`config.mk`:
```
export PLATFORM = sky130hd
export DESIGN_NAME = mm_ctrl
export DESIGN_NICKNAME = d
export VERILOG_FILES = /design/src/design/mm_pkg.sv /design/src/design/mm_ctrl.sv
export SDC_FILE = /design/constraint.sdc
export NUM_CORES = 1
export LEC_CHECK = 0
export BUFFER_PORTS_ARGS = -buffer_cell sky130_fd_sc_hd__buf_2
export CORE_MARGIN = 1
export CORE_UTILIZATION = 40
export CTS_CLUSTER_DIAMETER = 50
export DETAILED_ROUTE_END_ITERATION = 16
export PLACE_DENSITY_LB_ADDON = 0.12
export SETUP_SLACK_MARGIN = 0.02
export SYNTH_ARGS = -nofsm -noshare
export SYNTH_HDL_FRONTEND = slang
export SYNTH_SLANG_ARGS = --single-unit
export TNS_END_PERCENT = 5
```
`constraint.sdc`:
```
create_clock -name clk_i -period 3.1 [get_ports clk_i]
set_input_delay 0.62 -clock clk_i [delete_from_list [all_inputs] [get_ports clk_i]]
set_output_delay 0.62 -clock clk_i [all_outputs]
set_load 0.1 [all_outputs]
```
`src/design/mm_pkg.sv`:
```
/* Built at one fixed size. Widths of the index and count types follow the sizes below.
   Arithmetic is signed integer and wraps at 32 bits. */
package mm_pkg;

  // Array and job sizes
  localparam int unsigned ARRAY_ROWS  = 4;
  localparam int unsigned ARRAY_DEPTH = 4;
  localparam int unsigned NUM_COLS    = 4;
  localparam int unsigned MAX_TILES   = 4;

  // Data widths
  localparam int unsigned ELEM_W = 16;
  localparam int unsigned ACC_W  = 32;

  typedef logic signed [ELEM_W-1:0] elem_t;
  typedef logic signed [ACC_W-1:0]  acc_t;

  typedef logic [$clog2(NUM_COLS)-1:0]      col_idx_t;
  typedef logic [$clog2(ARRAY_ROWS)-1:0]    row_idx_t;
  // Holds the number of tiles minus one
  typedef logic [$clog2(MAX_TILES)-1:0]     tile_cnt_t;
  // Counts the ARRAY_DEPTH+1 drain cycles
  typedef logic [$clog2(ARRAY_DEPTH+1)-1:0] drain_cnt_t;

  // One X row and one M column slice, element 0 in the low bits
  typedef elem_t [ARRAY_DEPTH-1:0] x_row_t;
  typedef elem_t [ARRAY_DEPTH-1:0] w_col_t;
  // One column of bias, partial sums or Z
  typedef acc_t  [ARRAY_ROWS-1:0]  bias_col_t;

  // Column handed from the feeder to the engine
  typedef struct packed {
    logic      valid;
    logic      first;
    col_idx_t  col;
    w_col_t    w;
    bias_col_t bias;
  } feed_t;

  // Finished column leaving the engine
  typedef struct packed {
    logic      valid;
    col_idx_t  col;
    bias_col_t z;
  } result_t;

  typedef enum logic [2:0] {
    IDLE,
    LOAD_X,
    STREAM_M,
    DRAIN,
    EMIT
  } ctrl_state_e;

endpackage : mm_pkg

```
`src/design/mm_ctrl.sv`:
```
/* Strobes outside their expected state are ignored. The host must send X rows and
   M columns in order; there is no back-pressure. */
module mm_ctrl (
  input  logic              clk_i,
  input  logic              arst_n_i,
  input  logic              start_i,
  input  mm_pkg::tile_cnt_t tiles_i,
  input  logic              x_valid_i,
  input  logic              m_valid_i,
  output logic              x_we_o,
  output mm_pkg::row_idx_t  x_row_idx_o,
  output logic              m_take_o,
  output mm_pkg::col_idx_t  feed_col_o,
  output logic              feed_first_o,
  output logic              emit_o,
  output mm_pkg::col_idx_t  emit_col_o,
  output logic              emit_last_o,
  output logic              busy_o
);
  import mm_pkg::*;

  ctrl_state_e state_q;
  ctrl_state_e state_d;

  row_idx_t   row_cnt_q;
  // Shared by STREAM_M and EMIT
  col_idx_t   col_cnt_q;
  drain_cnt_t drain_cnt_q;
  tile_cnt_t  tile_q;
  tile_cnt_t  tiles_q;
  logic       busy_q;

  logic row_last;
  logic col_last;
  logic drain_last;
  logic tile_last;

  assign row_last   = row_cnt_q == row_idx_t'(ARRAY_ROWS - 1);
  assign col_last   = col_cnt_q == col_idx_t'(NUM_COLS - 1);
  assign drain_last = drain_cnt_q == drain_cnt_t'(ARRAY_DEPTH);
  assign tile_last  = tile_q == tiles_q;

  assign x_we_o       = (state_q == LOAD_X) && x_valid_i;
  assign x_row_idx_o  = row_cnt_q;
  assign m_take_o     = (state_q == STREAM_M) && m_valid_i;
  assign feed_col_o   = col_cnt_q;
  assign feed_first_o = tile_q == '0;
  assign emit_o       = state_q == EMIT;
  assign emit_col_o   = col_cnt_q;
  assign emit_last_o  = emit_o && col_last;
  assign busy_o       = busy_q;

  always_comb begin
    state_d = state_q;
    case (state_q)
      IDLE:     if (start_i) state_d = LOAD_X;
      LOAD_X:   if (x_we_o && row_last) state_d = STREAM_M;
      STREAM_M: if (m_take_o && col_last) state_d = DRAIN;
      // Last write of the tile lands on the final drain edge
      DRAIN:    if (drain_last) state_d = tile_last ? EMIT : LOAD_X;
      EMIT:     if (col_last) state_d = IDLE;
      default:  state_d = IDLE;
    endcase
  end

  always_ff @(posedge clk_i or negedge arst_n_i) begin
    if (!arst_n_i) begin
      state_q     <= IDLE;
      row_cnt_q   <= '0;
      col_cnt_q   <= '0;
      drain_cnt_q <= '0;
      tile_q      <= '0;
      tiles_q     <= '0;
      busy_q      <= 1'b0;
    end else begin
      state_q <= state_d;

      if (state_q == IDLE && start_i) begin
        tiles_q   <= tiles_i;
        tile_q    <= '0;
        row_cnt_q <= '0;
        col_cnt_q <= '0;
        busy_q    <= 1'b1;
      end

      if (x_we_o) begin
        row_cnt_q <= row_last ? '0 : row_cnt_q + 1'b1;
      end

      if (m_take_o || emit_o) begin
        col_cnt_q <= col_last ? '0 : col_cnt_q + 1'b1;
      end

      if (state_q == DRAIN) begin
        drain_cnt_q <= drain_last ? '0 : drain_cnt_q + 1'b1;
        if (drain_last && !tile_last) begin
          tile_q <= tile_q + 1'b1;
        end
      end

      // Falls together with done_o
      if (emit_o && col_last) begin
        busy_q <= 1'b0;
      end
    end
  end

endmodule : mm_ctrl

```
### Word-level counts from Yosys, hierarchy flattened

Index checks and enable logic that the tools add are counted.

| word-level totals | value |
|---|---|
| output and inout port bits | 12 |
| flip-flop bits (word level) | 15 |

| cells by class | value |
|---|---|
| reduce and logical (&&, ||, !) cells | 15 |
| eq/ne operators | 13 |
| $add $sub $neg | 4 |
| mux-type cells | 18 |

Operators with widths:

| cell | number |
|---|---|
| 3-bit two-way mux | 7 |
| 2-bit two-way mux | 8 |
| 3-bit one-hot mux with 5 select lines | 1 |
| 1-bit logical AND | 7 |
| 2-bit by 1-bit adder with 2-bit output (second input constant) | 3 |
| 3-bit by 2-bit equality test with 1-bit output (second input constant) | 2 |
| 3-bit equality test (second input constant) | 2 |
| 2-bit by 1-bit != test with 1-bit output (second input constant) | 3 |
| 2-bit nonzero test | 3 |
| 5-bit AND reduction | 1 |
| 2-bit equality test (second input constant) | 2 |
| 2-bit != test (second input constant) | 2 |
| 3-bit by 1-bit adder with 3-bit output (second input constant) | 1 |
| 3-bit by 1-bit equality test with 1-bit output (second input constant) | 1 |
| 3-bit zero test | 1 |
| 2-bit equality test | 1 |
| 2-bit zero test | 1 |
| 1-bit two-way mux | 2 |
| 1-bit zero test | 1 |
| 1-bit logical OR | 1 |

### Logic depth before layout (Yosys ltp)

| logic depth | value |
|---|---|
| depth in word-level cells | 5 |
| mapped depth | 6 |

### Worst setup path after synthesis

OpenSTA, ideal clock, no wires.

| path | value |
|---|---|
| path kind | reg-to-output |
| start point | reg state_q[1] |
| end point | out emit_last_o |
| slack | -308 ps |
| cell stages (with the launch flop) | 6 |
| buffers on the path | 1 |
| arrival | 2788 ps |
| path through | dfrtp_1 buf_4 nand2b_1 nor2_1 nand2_1 inv_1 |

| between the ends | value |
|---|---|
| cells in the longest elaborated chain, start to end | 2 |

Ends and longest elaborated chain:

| what | RTL line | source |
|---|---|---|
| start, declared | mm_ctrl.sv:22 | `ctrl_state_e state_q;` |
| start signal, assigned | mm_ctrl.sv:76 | `state_q <= state_d;` |
| 3-bit equality test | mm_ctrl.sv:48 | `assign emit_o = state_q == EMIT;` |
| via emit_o | mm_ctrl.sv:15 | `output logic emit_o,` |
| 1-bit logical AND | mm_ctrl.sv:50 | `assign emit_last_o = emit_o && col_last;` |
| end, declared | mm_ctrl.sv:17 | `output logic emit_last_o,` |

The timed path passes the listed nets, and every way through them passes these cells.

### Worst setup path after layout

| path | value |
|---|---|
| start point | reg state_q[1] |
| end point | out emit_last_o |

| between the ends | value |
|---|---|
| cells in the longest elaborated chain, start to end | 2 |

Ends and longest elaborated chain:

| what | RTL line |
|---|---|
| 3-bit equality test | mm_ctrl.sv:48 |
| 1-bit logical AND | mm_ctrl.sv:50 |

Every way passes these cells.

==> impl_metrics.py <==
metrics = {
    "hold_path": {
        "hold_path.class": "input port to asynchronous set/reset pin",
    },
    "synth": {
        "synthCells": 89,
        "syn_nets": 101,
        "netlist_area_um2": 896,
        "synth-seq-cells": 15,
        "seq_area_frac_synth_pct": 41.9,
        "yosysTopAreaCell": "dfrtp_1",
        "yosysUniqueCellTypes": 29,
        "synthTopCellsByArea": "dfrtp_1 (42%), ha_1 (7.0%), mux2_2 (5.0%)",
        "post-synth-top-area-fraction_pct": 41.9,
        "syn-mean-instance-area_um2": 10.1,
        "yosys_warnings": 0,
    },
    "floorplanning": {
        "initial_utilization_pct": 43.9,
        "pin_count": 19,
        "die_w_um": 49.3,
        "fp-row-count": 16,
        "die_area_um2": 2430,
        "die_h_um": 49.3,
        "core_area_um2": 2040,
    },
    "sta": {
        "max_freq_mhz": 432,
        "rsz0062_at_grt": "no",
        "timing.final.setup_violations": 0,
        "fin_tns_setup_ps": 0,
        "final_hold_viol_count": 0,
        "slew_violations": 0,
        "slew_headroom_pct": 67.8,
        "worst_clock_skew_ps": 3.29,
        "period_minus_slack_ps": 2310,
        "max_slew.worst_pin.slew_ps": 487,
        "period_share_pct": 74.6,
    },
    "grt": {
        "grt_max_degree": 16,
        "grt_pass1_vias": 610,
        "grt_first_pass_wirelength_mm": 2.58,
        "overflow": 0,
        "antenna_found_initial": 0,
        "grt_usage_pct": 14.4,
    },
    "cts": {
        "cts_tree": "built",
        "cts_buffer_depth": 2,
        "cts_resized": 0,
        "cts_sinks": 15,
        "root_buffer": "clkbuf_4",
        "path_clk_slew_ps": 90,
        "clock_latency_ps": 290,
        "cts.hold.buffers_added": 0,
        "cts-buffers-inserted": 3,
        "cts_setup_buffers": 0,
        "htreeDepth": 1,
    },
    "status": {
        "status": "complete, no violations",
    },
    "final_layout": {
        "diodes": 0,
        "fillCellCount": 220,
        "drive_gt1_share_pct": 28.6,
        "finalNetCount": 118,
        "final_cell_area_um2": 1000,
        "area_growth_pct": 11.6,
    },
    "critical_path": {
        "worstSetupPathType": "flop to output port",
        "worstSetupStartpointType": "flop",
        "crit_required_ps": 2480,
        "rr_worst_depth": 4,
        "path_max_fanout": 9,
        "rrSetupSlack_ps": 1440,
        "cp-end-kind": "output port",
        "arrival_ps": 1690,
    },
    "placement": {
        "numPortBuffers": 18,
        "placed_cell_area_um2": 973,
        "place_hpwl_mm": 1.16,
        "routabilityCongestion": 0.721,
    },
    "detailed_routing": {
        "ant_nets": 0,
        "drcViolationCount": 0,
        "wl_mm": 1.53,
        "wl_per_cell_um": 11.6,
        "via_count": 646,
        "drtPass1Iterations": 4,
        "viasPerCell": 4.89,
        "dr.first_iter.drc_count": 10,
    },
    "run": {
        "drv_cap": 0,
    },
}
## cells by family (layout without fill, tap and decap cells)
kind of cell               Yosys count  count (layout)  share of synthesized area (%)
AOI/OAI and AO/OA                   13              13                           11.0
xor gates and xnor gates             3               3                           2.93
adders and majority gates            5               5                           6.98
buffers and inverters               13              29                           8.38
DFF                                 15              15                           41.9
muxes                                7               7                           8.94
and+or+nand+nor                     33              33                           19.8
## registers in the layout (all words and copies together), names as in the netlist
register and cells:
tile_q 2, emit_col_o 2, state_q 3, tiles_q 2, busy_o 1, x_row_idx_o 2
drain_cnt_q 3
## per-stage QoR
stage	hold WS (ps)	utilization [%]	instances	setup WS (ps)
finish	209	49.0	132	787
global route	239	49.0	132	674
CTS	223	49.0	132	779
detailed placement	464	47.7	128	1100
global placement	458	47.7	128	1090
floorplan	324	-	89	203
## cell usage after synthesis
library cell,n
mux2_2,4
buf_6,2
a22o_1,2
and3b_1,1
inv_1,7
a2bb2oi_1,1
nand2_1,9
a21oi_4,1
a21o_1,1
nand3_1,3
o221ai_1,1
and3_1,1
nor3_1,1
ha_1,5
xnor2_1,3
mux2_4,1
clkbuf_1,1
nor2b_1,3
nor3_4,1
mux2i_1,2
dfrtp_1,15
o21ai_0,3
nand2b_1,3
nand3_4,1
a21oi_1,2
a31oi_1,1
buf_4,3
o32ai_1,1
nor2_1,10
## path summary, 6_finish.rpt
check                           startpoint              to
worst max-delay path            state_q[1]     emit_last_o
worst min-delay path              arst_n_i  drain_cnt_q[1]
worst max register to register  state_q[0]       tile_q[1]
worst min register to register      busy_o          busy_o
max in group asynchronous         arst_n_i       tile_q[0]
min in group clk_i                  busy_o          busy_o
## critical path: stages, from the launching register on
cell and delay (ps):
dfrtp_1 500, nand2b_1 250, nor2_2 120, nand2_1 70, inv_1 50, buf_2 410
## layout by cell type (no fill, tap or decap), types with 2 or more instances in the layout
master and instances:
nor2_1 9, a22o_1 2, mux2i_1 2, o21ai_0 3, clkbuf_4 3, mux2_2 4
nand2b_1 3, inv_1 7, xnor2_1 3, a21oi_1 2, nand2_1 9, nor2b_1 3
ha_1 5, nand3_1 3, dfrtp_1 15, buf_2 18
## layer usage
metal / GRT usage [%] / part of all wire [%] / vias up / routed length, um
met2: 24.2 / 45 / 16 / 687
met4: 7.35 / 2.6 / 0 / 40
met5: 0 / 0 / - / 0
met3: 3.12 / 4.2 / 5 / 64
met1: 17.1 / 48 / 295 / 733
li1: - / - / 330 / -
## final cells by class
class | count | area (um^2) | share of cell area [%]
clock buffer | 4 | 26.3 | 2.63
timing repair buffer | 18 | 90.1 | 9.01
sequential | 15 | 375 | 37.5
tap | 27 | 33.8 | 3.38
inverter | 7 | 26.3 | 2.63
multi-input combinational | 61 | 448 | 44.8
Power is left out: the tool's default activity adds up to more than one toggle a clock period on the data nets, which glitch-free logic cannot reach.
