<file path="config.mk">
export PLATFORM = sky130hd
export DESIGN_NAME = mm_result_store
export DESIGN_NICKNAME = d
export VERILOG_FILES = /design/src/design/mm_pkg.sv /design/src/design/mm_result_store.sv
export SDC_FILE = /design/constraint.sdc
export NUM_CORES = 1
export LEC_CHECK = 0
export ABC_AREA = 1
export BUFFER_PORTS_ARGS = -buffer_cell sky130_fd_sc_hd__buf_4
export CORE_MARGIN = 2
export CORE_UTILIZATION = 33
export CTS_CLUSTER_SIZE = 25
export DETAILED_ROUTE_END_ITERATION = 8
export MAX_ROUTING_LAYER = met4
export PLACE_DENSITY_LB_ADDON = 0.15
export SLEW_MARGIN = 20
export SYNTH_ARGS = -nofsm -noshare
export SYNTH_HDL_FRONTEND = slang
export SYNTH_SLANG_ARGS = --single-unit
</file>
<file path="constraint.sdc">
create_clock -name clk_i -period 1.24 [get_ports clk_i]
set_input_delay 0.186 -clock clk_i [delete_from_list [all_inputs] [get_ports clk_i]]
set_output_delay 0.186 -clock clk_i [all_outputs]
set_load 0.01 [all_outputs]
</file>
<file path="src/design/mm_pkg.sv">
/* Built at one fixed size. Widths of the index and count types follow the sizes below.
   Arithmetic is signed integer and wraps at 32 bits. */
package mm_pkg;

  // Array and job sizes
  localparam int unsigned ARRAY_ROWS  = 4;
  localparam int unsigned ARRAY_DEPTH = 4;
  localparam int unsigned NUM_COLS    = 4;
  localparam int unsigned MAX_TILES   = 4;

  // Data widths
  localparam int unsigned ELEM_W = 16;
  localparam int unsigned ACC_W  = 32;

  typedef logic signed [ELEM_W-1:0] elem_t;
  typedef logic signed [ACC_W-1:0]  acc_t;

  typedef logic [$clog2(NUM_COLS)-1:0]      col_idx_t;
  typedef logic [$clog2(ARRAY_ROWS)-1:0]    row_idx_t;
  // Holds the number of tiles minus one
  typedef logic [$clog2(MAX_TILES)-1:0]     tile_cnt_t;
  // Counts the ARRAY_DEPTH+1 drain cycles
  typedef logic [$clog2(ARRAY_DEPTH+1)-1:0] drain_cnt_t;

  // One X row and one M column slice, element 0 in the low bits
  typedef elem_t [ARRAY_DEPTH-1:0] x_row_t;
  typedef elem_t [ARRAY_DEPTH-1:0] w_col_t;
  // One column of bias, partial sums or Z
  typedef acc_t  [ARRAY_ROWS-1:0]  bias_col_t;

  // Column handed from the feeder to the engine
  typedef struct packed {
    logic      valid;
    logic      first;
    col_idx_t  col;
    w_col_t    w;
    bias_col_t bias;
  } feed_t;

  // Finished column leaving the engine
  typedef struct packed {
    logic      valid;
    col_idx_t  col;
    bias_col_t z;
  } result_t;

  typedef enum logic [2:0] {
    IDLE,
    LOAD_X,
    STREAM_M,
    DRAIN,
    EMIT
  } ctrl_state_e;

endpackage : mm_pkg

</file>
<file path="src/design/mm_result_store.sv">
/* Partial sums have no reset; a job's first tile overwrites every column.
   Emit and result writes must not overlap. */
module mm_result_store (
  input  logic              clk_i,
  input  logic              arst_n_i,
  input  mm_pkg::result_t   result_i,
  input  mm_pkg::col_idx_t  fb_col_i,
  output mm_pkg::bias_col_t fb_z_o,
  input  logic              emit_i,
  input  mm_pkg::col_idx_t  emit_col_i,
  input  logic              emit_last_i,
  output logic              z_valid_o,
  output mm_pkg::bias_col_t z_col_o,
  output logic              done_o
);
  import mm_pkg::*;

  bias_col_t [NUM_COLS-1:0] part_q;
  bias_col_t                z_col_q;
  logic                     z_valid_q;
  logic                     done_q;

  always_ff @(posedge clk_i) begin
    if (result_i.valid) begin
      part_q[result_i.col] <= result_i.z;
    end
  end

  // Feedback read for the next tile
  assign fb_z_o = part_q[fb_col_i];

  always_ff @(posedge clk_i or negedge arst_n_i) begin
    if (!arst_n_i) begin
      z_valid_q <= 1'b0;
      done_q    <= 1'b0;
    end else begin
      z_valid_q <= emit_i;
      done_q    <= emit_i && emit_last_i;
    end
  end

  always_ff @(posedge clk_i) begin
    if (emit_i) begin
      z_col_q <= part_q[emit_col_i];
    end
  end

  assign z_valid_o = z_valid_q;
  assign z_col_o   = z_col_q;
  assign done_o    = done_q;

  // Drain must finish all writes before emit starts
  a_no_emit_during_write: assert property (@(posedge clk_i) disable iff (!arst_n_i)
    !(emit_i && result_i.valid));

endmodule : mm_result_store

</file>
== Word level (Yosys, flattened, before mapping) ==
Index checks and enable logic that the tools add are counted.

* Register bits: 642
* Input bits: 139

* $lt $le $gt $ge: 4
* Multiplexer cells: 7
* Reduce and logical (&&, ||, !) cells: 2

{| class="wikitable"
|+ Operators with widths
! kind !! number
|-
| binary-select mux 128 bit (select 2 bit) || 2
|-
| bitwise mux 512 bit || 1
|-
| 2-to-1 mux 128 bit || 3
|-
| demux 128 bit (select 2 bit) || 1
|-
| < comparator 2 x 3 -> 1 bit (second input constant) || 3
|-
| greater-or-equal comparator 2 x 1 -> 1 bit (second input constant) || 1
|-
| logical AND 1 bit || 2
|}

== Logic depth before layout (Yosys ltp) ==
* Depth in word-level cells: 5
* Depth in mapped cells: 7
* Mapped depth without buffers: 4

== Worst setup path after synthesis ==
OpenSTA, ideal clock, no wires.

* Path type: input-to-reg
* Start: input port result_i[129] in the netlist's numbering
* End: register part_q[0] in the netlist's numbering (enable)
* Setup time: 0.774 ns
* Arrival: 9.020 ns
* Required time: 0.466 ns
* Setup slack: -8.554 ns
* Cell stages on the path: 1
* Buffers on the path: 0
* Cells stage by stage: nor3_1

{| class="wikitable"
|+ RTL lines
! element !! RTL line !! RTL
|-
| start, declared || mm_result_store.sv:6 || <nowiki>input mm_pkg::result_t result_i,</nowiki>
|-
| end signal, assigned by index || mm_result_store.sv:25 || <nowiki>part_q[result_i.col] <= result_i.z;</nowiki>
|-
| end, declared || mm_result_store.sv:18 || <nowiki>bias_col_t [NUM_COLS-1:0] part_q;</nowiki>
|}

==> metrics.txt <==
# TYPE chip_impl_metric gauge
chip_impl_metric{name="initial_antenna_violation_count",unit=""} 4
chip_impl_metric{name="final_antenna_net_count",unit=""} 0
chip_impl_metric{name="drive_gt1_share",unit="%"} 44.8
chip_impl_metric{name="nNetsFinal",unit=""} 4175
chip_impl_metric{name="place_hpwl",unit="um"} 62900
chip_impl_metric{name="globalplace.congestion",unit=""} 0.820
chip_impl_metric{name="area_growth",unit="%"} 50.4
chip_impl_metric{name="actual_slew_at_the_worst_max_slew_pin",unit="ns"} 0.365
chip_impl_metric{name="fin_util",unit="%"} 49.9
chip_impl_info{name="timing.critical_path.from_type",value="flip-flop"} 1
chip_impl_metric{name="postSynthAreaPerCell",unit="um^2"} 9.54
chip_impl_metric{name="slew_headroom",unit="%"} 75.6
chip_impl_info{name="cell_by_cell_trace_of_the_critical_path",value="inv_2, nand2_2, nand3_2, nand2_4, buf_6"} 1
chip_impl_metric{name="pwr_density_cell",unit="nW/um^2"} 1270
chip_impl_metric{name="timing.fmax",unit="MHz"} 615
chip_impl_metric{name="detailed_place.area",unit="um^2"} 36100
chip_impl_metric{name="post-route-period-util",unit="%"} 131
chip_impl_info{name="cts_root_buffer",value="clkbuf_16"} 1
chip_impl_metric{name="number_of_drc_markers_in_iteration_0",unit=""} 1276
chip_impl_metric{name="r2r_slack",unit="ns"} -0.32
chip_impl_metric{name="synthAdderAreaFrac",unit="%"} 0
chip_impl_metric{name="grt_use_total",unit="%"} 21.1
chip_impl_metric{name="critical_path_required_time",unit="ns"} 1.05
chip_impl_metric{name="finalSetupTns",unit="ns"} -56.61
chip_impl_metric{name="cellLeakagePower",unit="nW"} 20.1
chip_impl_metric{name="floorplan.io_pins",unit=""} 397
chip_impl_info{name="yosys.cell_count.top_type",value="nand2_1"} 1
chip_impl_metric{name="synth_nets",unit=""} 3268
chip_impl_metric{name="portBuffers",unit=""} 396
chip_impl_metric{name="number_of_cells_on_the_critical_path",unit=""} 5
chip_impl_metric{name="maxSlewViolCount",unit=""} 0
chip_impl_info{name="min_path_type",value="in -> reg"} 1
chip_impl_metric{name="critical_path.max_fanout",unit=""} 2
chip_impl_metric{name="synth_top_cell_area_share",unit="%"} 64.4
chip_impl_metric{name="fp.dieArea",unit="um^2"} 92800
chip_impl_metric{name="synth-warning-count",unit=""} 0
chip_impl_metric{name="final_critical_path_setup_slack",unit="ns"} -0.387
chip_impl_metric{name="die_width",unit="um"} 305
chip_impl_metric{name="post_synth_num_cell_types",unit=""} 10
chip_impl_metric{name="synth_xor_xnor_area_share",unit="%"} 0
chip_impl_metric{name="timing.reg2reg.worst_path_depth",unit=""} 11
chip_impl_metric{name="yosys-mux-area-fraction",unit="%"} 0
chip_impl_metric{name="wirelength",unit="um"} 95900
chip_impl_metric{name="clk_pin_slew",unit="ns"} 0.06
chip_impl_metric{name="arrival",unit="ns"} 1.44
chip_impl_info{name="largest_delay_share_family_worst_path",value="flip-flops"} 1
chip_impl_info{name="holdCritStartpoint",value="result_i[129]"} 1
chip_impl_metric{name="via_count_of_the_first_global_routing_pass",unit=""} 24700
chip_impl_metric{name="finalWorstPathRequiredPeriod",unit="ns"} 1.63
chip_impl_metric{name="stdcell_count",unit=""} 5276
chip_impl_metric{name="maxCapViolCount",unit=""} 0
chip_impl_metric{name="fill_cells",unit=""} 8209
chip_impl_metric{name="synthesized_area",unit="um^2"} 29800
chip_impl_metric{name="post_drt_via_cell_ratio",unit=""} 4.63
chip_impl_metric{name="synth_simple_gate_area_share",unit="%"} 24.8
chip_impl_metric{name="placementRows",unit=""} 110
chip_impl_metric{name="clockBufferDepth",unit=""} 3
chip_impl_metric{name="synthesis.instances",unit=""} 3129
chip_impl_metric{name="multi_input_area",unit="um^2"} 9320
chip_impl_metric{name="cts_made_buffers",unit=""} 75
chip_impl_info{name="yosys-top-cells-count",value="nand2_1 (1281), edfxtp_1 (640), inv_1 (518)"} 1
chip_impl_metric{name="die_height",unit="um"} 305
chip_impl_metric{name="async_flop_share",unit="%"} 0.312
chip_impl_info{name="crit_end",value="fb_z_o[67]"} 1
chip_impl_metric{name="h-tree-depth",unit=""} 3
chip_impl_metric{name="final.setup_skew",unit="ns"} 0.0212
chip_impl_metric{name="initial_core_util",unit="%"} 33.2
chip_impl_metric{name="via_count",unit=""} 24500
chip_impl_info{name="timing.critical_path.slowest_stage_cell",value="edfxtp_1"} 1
chip_impl_metric{name="stdcell_area",unit="um^2"} 44900
chip_impl_info{name="crit_path_end_kind",value="primary output"} 1
chip_impl_info{name="grt_setup_unrepaired",value="yes"} 1
chip_impl_info{name="synth_ff_type",value="edfxtp_1"} 1
chip_impl_metric{name="insertion_delay",unit="ns"} 0.63
chip_impl_info{name="synth_top_family_by_area",value="simple AND/OR/NAND/NOR gates"} 1
chip_impl_metric{name="post_synth_edffs",unit=""} 640
chip_impl_info{name="cts_tree",value="yes"} 1
chip_impl_metric{name="seqCellArea",unit="um^2"} 19300
chip_impl_metric{name="vdd_drop_max",unit="mV"} 1.01
chip_impl_metric{name="post-route-drc-count",unit=""} 0
chip_impl_metric{name="power",unit="mW"} 57.2
chip_impl_info{name="post_synth_main_area_contributors",value="edfxtp_1 (64%), nand2_1 (16%), nand3_1 (8.6%)"} 1
chip_impl_info{name="failing_checks",value="setup timing"} 1
chip_impl_metric{name="synth_compound_gate_area_share",unit="%"} 0
chip_impl_metric{name="routedWlPerCell",unit="um"} 18.2
chip_impl_metric{name="cts.sinks",unit=""} 642
chip_impl_metric{name="final_hold_viol_count",unit=""} 0
chip_impl_metric{name="setup_viol",unit=""} 264
chip_impl_metric{name="grt_first_pass_wirelength",unit="um"} 146000
chip_impl_info{name="critical_path_class",value="reg -> out"} 1
chip_impl_info{name="setup.worst_path.start",value="part_q[451]$_DFFE_PP_"} 1
chip_impl_metric{name="grt_start_max_net_pins",unit=""} 49
chip_impl_metric{name="timing.critical_path.slowest_cell_delay",unit="ns"} 0.42
chip_impl_info{name="yosys.area.top_type",value="edfxtp_1"} 1
chip_impl_metric{name="dp_cells",unit=""} 4743
chip_impl_info{name="outcome",value="complete, but fails checks"} 1
chip_impl_metric{name="ys_ff_latch",unit=""} 642
chip_impl_metric{name="core_area",unit="um^2"} 89900
chip_impl_metric{name="number_of_iterations_in_the_first_detailed_routing_pass",unit=""} 6
chip_impl_info{name="critical_path.reg2reg.startpoint",value="part_q[372]$_DFFE_PP_"} 1
chip_impl_metric{name="worst-path-buf-inv",unit=""} 2
chip_impl_metric{name="seq_area_frac_synth",unit="%"} 64.6
chip_impl_metric{name="grt-ovfl-total",unit=""} 0
chip_impl_info{name="timing.rr.end",value="z_col_o[116]$_DFFE_PP_"} 1
==> what timing repair did <==
action | 4_1_cts | 5_1_grt
pin swaps | 216 | 242
resized for setup | 359 | 812
gates cloned | 0 | 0
setup buffers | 353 | 66
hold buffers | 132 | 0
setup endpoints to repair | 258 | 296
hold endpoints to repair | 537 | 0
==> registers in the layout, indices dropped and copies added (netlist names) <==
signal and flops:
z_valid_o 1, z_col_o 128, done_o 1, part_q 512
==> worst min path at each step <==
stage	end	slack [ns]	cells past startpoint
detailed placement	z_valid_o$_DFF_PN0_	-0.03	1
global placement	z_valid_o$_DFF_PN0_	-0.03	1
floorplan	done_o$_DFF_PN0_	-0.11	0
finish	part_q[59]$_DFFE_PP_	0.08	3
CTS	part_q[59]$_DFFE_PP_	0.04	3
global route	part_q[59]$_DFFE_PP_	0.05	3
==> kinds of logic (layout without fill, tap and decap cells) <==
logic type	after synthesis	in the layout
other	0	4
AND/OR/NAND/NOR	1797	1797
buffers and inverters	690	1657
flip-flops	642	642
==> worst min-delay path, cell delays in order <==
cell    delay, ns
buf_4        0.13
nor3_4       0.07
buf_12       0.15
==> power breakdown <==
| group | leakage [nW] | internal (mW) | switching (mW) |
|---|---|---|---|
| Sequential | 5.98 | 25.2 | 0.441 |
| Clock | 1.20 | 13.3 | 9.14 |
| Combinational | 12.9 | 4.29 | 4.83 |
| Total | 20.1 | 42.8 | 14.4 |
==> stage by stage <==
step                      setup slack (ns)  hold WS, ns
after floorplan                      -2.57       -0.110
after global placement              -0.225      -0.0269
after detailed placement            -0.232      -0.0285
after CTS                           -0.472       0.0440
after global routing                -0.455       0.0464
final                               -0.387       0.0802
==> per-layer routing <==
layer	GRT usage, %	up-vias	wire length [um]
li1	-	11800	-
met1	26.2	11800	40900
met2	34.5	666	47200
met3	3.48	208	4500
met4	8.12	0	3290
met5	-	-	0
==> placed cells by master (no fill, tap or decap), types with 4 or more instances in the layout <==
cell type / Yosys / routed
nand2_2: 0 / 291
diode_2: 0 / 4
clkinv_2: 0 / 13
nand3_2: 0 / 218
nor3_4: 0 / 4
inv_2: 0 / 330
clkbuf_16: 0 / 77
nand2_1: 1281 / 981
nand2_4: 0 / 9
dlygate4sd3_1: 0 / 132
buf_4: 28 / 454
buf_6: 48 / 303
clkinvlp_4: 0 / 4
bufinv_16: 0 / 9
inv_1: 518 / 186
clkbuf_1: 0 / 11
clkinv_1: 0 / 15
nand3_1: 512 / 294
buf_12: 0 / 109
edfxtp_1: 640 / 640
inv_6: 0 / 6
==> final cells by class <==
cell class,count,share of cell area (%)
Multi-Input combinational cell,1797,20.8
Clock inverter,49,1.13
Sequential cell,642,42.9
Antenna cell,4,0.0223
Timing Repair Buffer,1000,23.1
Inverter,520,4.41
Clock buffer,88,4.39
Tap cell,1176,3.28
No activity file was read; power rests on OpenSTA's default activity.
