[src/design/mm_pkg.sv]
/* Built at one fixed size. Widths of the index and count types follow the sizes below.
   Arithmetic is signed integer and wraps at 32 bits. */
package mm_pkg;

  // Array and job sizes
  localparam int unsigned ARRAY_ROWS  = 4;
  localparam int unsigned ARRAY_DEPTH = 4;
  localparam int unsigned NUM_COLS    = 4;
  localparam int unsigned MAX_TILES   = 4;

  // Data widths
  localparam int unsigned ELEM_W = 16;
  localparam int unsigned ACC_W  = 32;

  typedef logic signed [ELEM_W-1:0] elem_t;
  typedef logic signed [ACC_W-1:0]  acc_t;

  typedef logic [$clog2(NUM_COLS)-1:0]      col_idx_t;
  typedef logic [$clog2(ARRAY_ROWS)-1:0]    row_idx_t;
  // Holds the number of tiles minus one
  typedef logic [$clog2(MAX_TILES)-1:0]     tile_cnt_t;
  // Counts the ARRAY_DEPTH+1 drain cycles
  typedef logic [$clog2(ARRAY_DEPTH+1)-1:0] drain_cnt_t;

  // One X row and one M column slice, element 0 in the low bits
  typedef elem_t [ARRAY_DEPTH-1:0] x_row_t;
  typedef elem_t [ARRAY_DEPTH-1:0] w_col_t;
  // One column of bias, partial sums or Z
  typedef acc_t  [ARRAY_ROWS-1:0]  bias_col_t;

  // Column handed from the feeder to the engine
  typedef struct packed {
    logic      valid;
    logic      first;
    col_idx_t  col;
    w_col_t    w;
    bias_col_t bias;
  } feed_t;

  // Finished column leaving the engine
  typedef struct packed {
    logic      valid;
    col_idx_t  col;
    bias_col_t z;
  } result_t;

  typedef enum logic [2:0] {
    IDLE,
    LOAD_X,
    STREAM_M,
    DRAIN,
    EMIT
  } ctrl_state_e;

endpackage : mm_pkg

[src/design/mm_operand_feeder.sv]
/* X tile storage has no reset and must be loaded before columns are streamed.
   The fed column is held for one cycle only. */
module mm_operand_feeder (
  input  logic                                     clk_i,
  input  logic                                     arst_n_i,
  input  logic                                     x_we_i,
  input  mm_pkg::row_idx_t                         x_row_idx_i,
  input  mm_pkg::x_row_t                           x_row_i,
  input  logic                                     m_take_i,
  input  mm_pkg::w_col_t                           m_col_i,
  input  mm_pkg::bias_col_t                        y_col_i,
  input  mm_pkg::col_idx_t                         feed_col_i,
  input  logic                                     feed_first_i,
  output mm_pkg::x_row_t [mm_pkg::ARRAY_ROWS-1:0]  x_tile_o,
  output mm_pkg::feed_t                            feed_o
);
  import mm_pkg::*;

  x_row_t [ARRAY_ROWS-1:0] x_tile_q;

  logic      feed_valid_q;
  logic      feed_first_q;
  col_idx_t  feed_col_q;
  w_col_t    feed_w_q;
  bias_col_t feed_bias_q;

  // One X row per write strobe
  always_ff @(posedge clk_i) begin
    if (x_we_i) begin
      x_tile_q[x_row_idx_i] <= x_row_i;
    end
  end

  always_ff @(posedge clk_i or negedge arst_n_i) begin
    if (!arst_n_i) begin
      feed_valid_q <= 1'b0;
    end else begin
      feed_valid_q <= m_take_i;
    end
  end

  // Column payload with its tags
  always_ff @(posedge clk_i) begin
    if (m_take_i) begin
      feed_first_q <= feed_first_i;
      feed_col_q   <= feed_col_i;
      feed_w_q     <= m_col_i;
      feed_bias_q  <= y_col_i;
    end
  end

  assign x_tile_o = x_tile_q;

  always_comb begin
    feed_o.valid = feed_valid_q;
    feed_o.first = feed_first_q;
    feed_o.col   = feed_col_q;
    feed_o.w     = feed_w_q;
    feed_o.bias  = feed_bias_q;
  end

  // Controller never loads X while a column is being taken
  a_no_write_during_take: assert property (@(posedge clk_i) disable iff (!arst_n_i)
    !(x_we_i && m_take_i));

endmodule : mm_operand_feeder

[config.mk]
export PLATFORM = sky130hd
export DESIGN_NAME = mm_operand_feeder
export DESIGN_NICKNAME = d
export VERILOG_FILES = /design/src/design/mm_pkg.sv /design/src/design/mm_operand_feeder.sv
export SDC_FILE = /design/constraint.sdc
export NUM_CORES = 1
export LEC_CHECK = 0
export BUFFER_PORTS_ARGS = -buffer_cell sky130_fd_sc_hd__buf_2
export CORE_AREA = 3 3 278 280
export CTS_CLUSTER_DIAMETER = 120
export DETAILED_ROUTE_END_ITERATION = 6
export DIE_AREA = 0 0 281 283
export PLACE_DENSITY_LB_ADDON = 0.2
export SYNTH_ARGS = -nofsm -noshare
export SYNTH_HDL_FRONTEND = slang
export SYNTH_SLANG_ARGS = --single-unit
[constraint.sdc]
create_clock -name clk_i -period 1.3 [get_ports clk_i]
set_clock_uncertainty 0.05 [all_clocks]
set_input_delay 0.065 -clock clk_i [delete_from_list [all_inputs] [get_ports clk_i]]
set_output_delay 0.065 -clock clk_i [all_outputs]
set_load 0.005 [all_outputs]
# Yosys cells after proc, flatten, opt, wreduce, memory -nomap -nowiden

Index checks and enable logic that the tools add are counted.

Register bits: 452
Input port bits: 265
Logic and storage cells: 33
Output and inout bits: 452

Reductions and logical operators: 1
Magnitude comparators: 2
Mux-type cells: 3

Operators by type and width:

| cell                                                              | number |
|---|---|
| bitwise mux 256 bit                                               | 1 |
| demux 64 bit (select 2 bit)                                       | 1 |
| 2-to-1 mux 64 bit                                                 | 1 |
| < comparator 2 x 3 -> 1 bit, second input constant                | 1 |
| greater-or-equal comparator 2 x 1 -> 1 bit, second input constant | 1 |
| logical AND 1 bit                                                 | 1 |

# Logic depth before layout (Yosys ltp)

Gate-level depths: netlist (run 1).

Depth in word-level cells: 5
Mapped depth: 1
Depth with buffers taken out: 1

# Worst setup path after synthesis (run 1)

Ideal clock, no wire load.

Path type: input -> register
From: input x_row_idx_i[1]
To: register x_tile_q (netlist bit x_tile_o[0]) (enable)
Cell stages on the path: 1
Path buffers: 0
Data required time: 0.775 ns
Library setup time: 0.475 ns
Setup slack: -1.797 ns
Arrival time: 2.572 ns
Cells stage by stage: nor3b_2

RTL lines:

| element                         | RTL line                | RTL |
|---|---|---|
| from (decl)                     | mm_operand_feeder.sv:7  | `input mm_pkg::row_idx_t x_row_idx_i,` |
| to (signal, indexed assignment) | mm_operand_feeder.sv:30 | `x_tile_q[x_row_idx_i] <= x_row_i;` |
| to (decl)                       | mm_operand_feeder.sv:19 | `x_row_t [ARRAY_ROWS-1:0] x_tile_q;` |

# Worst setup path in the final report (run 1)

From: register x_tile_q (netlist bit x_tile_o[186])
To: output x_tile_o[186] (netlist bit)

RTL lines:

| element   | RTL line                | RTL |
|---|---|---|
| to (decl) | mm_operand_feeder.sv:14 | `output mm_pkg::x_row_t [mm_pkg::ARRAY_ROWS-1:0] x_tile_o,` |

No word-level cell between the ends.

==> results of run 1 <==
==> final timing paths <==
| check | slack (ns) | startpoint | endpoint |
|---|---|---|---|
| worst max-delay path | -0.03 | x_tile_o[186] | x_tile_o[186] |
| worst min-delay path | 0.08 | x_we_i | x_tile_o[58] |
| max in group asynchronous | 0.81 | arst_n_i | feed_valid_q |
| min in group asynchronous | 0.28 | arst_n_i | feed_valid_q |
==> flip-flops by register name, indices dropped and copies added, names as in the netlist <==
signal / flops
feed_first_q: 1
feed_valid_q: 1
x_tile_o: 256
feed_col_q: 2
feed_o: 192
==> power by group <==
part	switching, mW	internal [mW]	total (mW)
clock	5.86	8.05	13.9
sequential	0.242	17.0	17.3
combinational	1.30	1.43	2.74
==> logic make-up (layout without fill, tap and decap cells) <==
logic type    count (synthesis)  after routing  share of synthesized area
other cells                   0              5                          0
buf+inv                       2           1100                    0.00110
simple gates                  4              4                    0.00276
flops                       452            452                      0.996
==> per-stage QoR <==
stage / setup TNS (ns) / utilization
3_3_place_gp: 0 / 0.251
3_5_place_dp: 0 / 0.251
6_report: -0.0328 / 0.309
5_1_grt: -0.403 / 0.309
4_1_cts: -0.435 / 0.308
2_1_floorplan: -57.99 / -
==> timing repair <==
item	CTS	global route
hold buffers	264	0
gates resized for setup	5	3
setup endpoints to repair	12	14
buffers inserted	0	0
pin swaps	0	0
hold endpoints to repair	587	0
==> cell type report <==
class                      instances  area (um2)
fill                            7427       51600
sequential                       452       13600
timing repair buffer            1005        6590
clock buffer                      62        1360
tap                              969        1210
clock inverter                    33         251
multi-input combinational          4        55.1
antenna                            5        12.5
==> metal layers <==
metal / track usage / vias to the layer above / part of all wire
li1: - / 4012 / -
met1: 0.117 / 4388 / 0.33
met2: 0.228 / 480 / 0.52
met3: 0.0618 / 81 / 0.12
met4: 0.0409 / 0 / 0.029
met5: 0 / - / 0
==> cells in the final DEF, fill, tap and decap left out <==
cell / n
buf_2: 710
edfxtp_1: 451
dlygate4sd3_1: 264
clkbuf_16: 53
clkinv_2: 14
buf_4: 14
buf_12: 11
clkinv_1: 10
clkbuf_1: 9
diode_2: 5
buf_6: 5
bufinv_16: 3
clkinvlp_4: 3
and3b_4: 2
inv_8: 2
nor3b_4: 1
and3_4: 1
clkinv_4: 1
dfrtp_1: 1
clkbuf_8: 1
==> metrics.txt, run 1 <==
status=finished with violations; failing checks=setup timing; Max Cap Viol=0; via count=between 8000 and 9000; gp weighted congestion=roughly 0.78; Finish-stage setup viols=2; vias in the first global route=between 10000 and 15000; IO Count=approximately 720; sequential share of the synthesized area=0.996; GRT overflow=0; family with the most delay on the worst path=flip-flops; EDFF count, synth=~450; share of post-route cells with drive strength above 1=0.528; hpwl dp=between 30000 and 40000 um; Worst Hold Depth=3; antenna-violating nets left=0; CTS Buffer Depth=3; htree depth=2; layout net count=around 1800; post-placement cell area=roughly 19000 um2; VDD IR max=approximately 1100 uV; total clock sinks=452; critical path class=reg -> out; Slowest-stage cell, CP=edfxtp_1; Slew HR=0.775; CTS tree=yes; pre-CTS WS=0.0505 ns; critical-path cell list=buf_2; Final Hold Vio Count=0; Mapped Area=13600 um2; Final Cycle Share=1.02; Power Density=1470 nW/um2; die height=between 200 and 300 um; dominant cells by area after synthesis=edfxtp_1 (99%), dfrtp_1 (0.18%), and3b_1 (0.13%); most frequent cell after synthesis=edfxtp_1; core area=74700 um2; CP Max Fanout=1; fin cells=around 2500; first-pass GRT wire length=a little over 70000 um; ys async rst share=0.00221; Worst Path Arrival=around 1.2 ns; Lkg Pwr=between 9 and 10 nW; area share of the largest cell type after synthesis=0.994; Yosys cell types=6; hold_ws=0.0811 ns; initial antenna violation count=8; Synth Instances=between 400 and 500; top cells by count, synth=edfxtp_1 (451), and3b_1 (2), buf_4 (2); Worst Tran Pin Value=approximately 0.34 ns; port bufs=716; starting density of the core=0.182; max-slew violations=0; DRT Pass-1 Iters=4; Power Total=approximately 34 mW; top_reg_cell synth=edfxtp_1; synthesized net count=around 720; row cnt=100; number of CTS-inserted buffers=a little over 50; Synth Warn #=0; Worst setup SP type=flop; area leader, netlist=edfxtp_1; Tot GR Track Use=0.123; finished layout cell area=approximately 23000 um2; total wire length=51100 um; vias per cell=between 3 and 4; initial drt markers=roughly 340; WP depth=1; CTS clk-pin slew, worst paths=approximately 0.06 ns; routed len/inst=about 20 um; worst hold path type=in -> reg; DRC Markers=0; area added between synthesis and finish=69.2%; worst path bufs/invs=1; min cycle time layout=1.33 ns; largest net degree at the start of global routing=62; Die Area=approximately 80000 um2; Placed Instances=approximately 2200; Yosys reg bits=between 400 and 500; Clk Tree Root Cell=clkbuf_16; unrepaired setup endpoints after global routing=true; Max Freq=754 MHz; setup slack after layout=-0.0263 ns; CP peak stage delay=between 0.4 and 0.5 ns; Critical Path RT=approximately 1.2 ns; crit path capture type=output pin; Die W=approximately 280 um; Syn Area/Cell=roughly 30 um2
No activity file was read; power rests on OpenSTA's default activity.
==> inputs of run 2 (changes only) <==
--- a/constraint.sdc
+++ b/constraint.sdc
@@ -4,2 +4,2 @@
 set_output_delay 0.065 -clock clk_i [all_outputs]
-set_load 0.005 [all_outputs]
+set_load 0.1 [all_outputs]
==> run 2 against run 1 <==
The flow still finishes with violations (setup timing). Power grew 20%. Final area up 13%. Worst hold slack worse by 0.0036 ns. Wire length increased by 1.0%. Combinational power rose to 3.6 times the previous value. Utilization grew 4.1 points. Non-clock buffer count up 4. Critical path depth is the same. Count of clock-buffer cells in the layout up 8. Die area is the same. Largest cell class unchanged.
==> metrics.txt, run 2 (same netlist as run 1, synthesis figures left out) <==
die height=283 um (unchanged); failing checks=setup timing; Final Cycle Share=1.08 (+0.0585); CP peak stage delay=0.50 ns (+0.03 ns); GR Util met2=0.236 (+0.00813); Slew HR=0.811 (+0.0358); routed len/inst=20.4 um (+1.0%); starting density of the core=0.182 (unchanged); first-pass GRT wire length=72200 um (+1.2%); total clock sinks=452 (unchanged); Worst Hold Depth=3 (unchanged); CTS tree=yes; initial antenna violation count=8 (unchanged); Die Area=79500 um2 (unchanged); status=finished with violations; initial drt markers=338 (-1.2%); critical-path cell list=buf_12; VDD IR max=1020 uV (-6.4%); CTS clk-pin slew, worst paths=0.06 ns (about the same); Post-CTS Setup Inserts=0 (unchanged); worst hold path type=in -> reg; htree depth=2 (unchanged); critical path class=reg -> out; max reg flops=256 (unchanged); DRC Markers=0 (unchanged); crit path capture type=output pin; worst path bufs/invs=1 (unchanged); area added between synthesis and finish=91.6%; Worst Tran Pin Value=0.284 ns (-0.0538 ns); hpwl dp=39500 um (+0.45%); most common cell after layout, fill and taps aside=edfxtp_1; Critical Path Start=x_tile_o[250]; vias in the first global route=10200 (+0.77%); Tot GR Track Use=0.125 (+0.00176); core area=74700 um2 (unchanged); Critical Path RT=1.19 ns (about the same); gp weighted congestion=0.760 (-2.4%); Clk Tree Root Cell=clkbuf_16; CP Max Fanout=1 (unchanged); Final Hold Vio Count=0 (unchanged); port bufs=716 (unchanged); CTS Buffer Depth=3 (unchanged); Power Density=1560 nW/um2 (+6.2%); unrepaired setup endpoints after global routing=true; setup slack after layout=-0.102 ns (-0.0760 ns); Worst Path Arrival=1.29 ns (+0.08 ns); layer carrying the most global-route usage=met2; GRT overflow=0 (unchanged); IO Count=717 (unchanged); Max Freq=713 MHz (-5.4%); max-slew violations=0 (unchanged); GRT met3 Usage=0.0654 (+0.00362); Worst setup SP type=flop; layout net count=1781 (+0.11%); family with the most delay on the worst path=flip-flops; Max Cap Viol=0 (unchanged); register area=13600 um2 (unchanged); via count=8939 (-0.25%); hold wc startpoint=x_we_i; DRT Pass-1 Iters=4 (unchanged); vias per cell=3.53 (-0.25%); antenna-violating nets left=0 (unchanged); largest net degree at the start of global routing=47 (-24%); share of post-route cells with drive strength above 1=0.522 (-0.00576); Die W=281 um (unchanged); Fillers=7089 (-4.6%); total wire length=51600 um (+1.0%); met1 GRT Util=0.114 (-0.00361); Finish-stage setup viols=19 (+17); row cnt=100 (unchanged); Slowest-stage cell, CP=edfxtp_1; Lkg Pwr=10.2 nW (+11%); most frequent cells in the layout=edfxtp_1 (451), buf_6 (413), dlygate4sd3_1 (264), buf_2 (263), clkbuf_16 (51); final core utilization=0.349 (+0.0408); pre-CTS WS=0.0711 ns (+0.0206 ns); footprint of the multi-input gates=55.1 um2 (unchanged); Min-Delay Endpoint=x_tile_o[16]; min cycle time layout=1.40 ns (+0.0760 ns); number of CTS-inserted buffers=49 (-3.9%)
run 2: cell types whose count changed in the layout (fill, tap and decap cells not counted), sizes merged:
cell,change
diode,+2
inv,-1
buf,+4
clkinvlp,-2
clkinv,-11
clkbuf,+8
run 2: how the worst max path moves through the flow:
stage / endpoint / cells past startpoint
floorplan: x_tile_o[0] / 1
global placement: x_tile_o[4] / 3
CTS: x_tile_o[250] / 1
detailed placement: x_tile_o[170] / 3
global route: x_tile_o[250] / 1
finish: x_tile_o[250] / 1
run 2: power by group:
part | switching [mW] | total [mW] | internal, mW
clock | 5.41 | 13.2 | 7.82
sequential | 0.456 | 17.5 | 17.1
combinational | 7.45 | 10.0 | 2.59
run 2: what timing repair did:
| item | in CTS | in global routing |
|---|---|---|
| resized for setup | 851 | 12 |
| hold endpoints to repair | 492 | 0 |
| endpoints found under the setup margin | 452 | 449 |
| hold buffers | 264 | 0 |
run 2: layer usage:
| layer | vias to the layer above | wire, um |
|---|---|---|
| met1 | 4346 | 16000 |
| met4 | 0 | 1310 |
| met3 | 70 | 6630 |
| li1 | 4013 | - |
| met5 | - | 0 |
| met2 | 510 | 27600 |
run 2: stage by stage:
step | TNS, ns | hold slack, ns | power [mW] | instances | cell area [um2]
3_5_place_dp | 0 | -0.209 | 26.0 | 2170 | 19200
6_report | -0.470 | 0.0775 | 40.8 | 2530 | 26100
5_1_grt | -14.67 | 0.0406 | 42.2 | 2528 | 26100
3_3_place_gp | 0 | -0.210 | 26.0 | 2170 | 19200
4_1_cts | -11.40 | 0.0208 | 41.4 | 2523 | 26000
2_1_floorplan | -57.99 | -0.281 | 24.0 | 458 | 13600
run 2: cell type report:
type | count | area share
diodes | 7 | 0.000671
clock buffers | 70 | 0.0520
clock inverters | 19 | 0.00633
multi-input cells | 4 | 0.00211
flip-flops and latches | 452 | 0.520
well taps | 969 | 0.0465
repair buffers | 1009 | 0.372
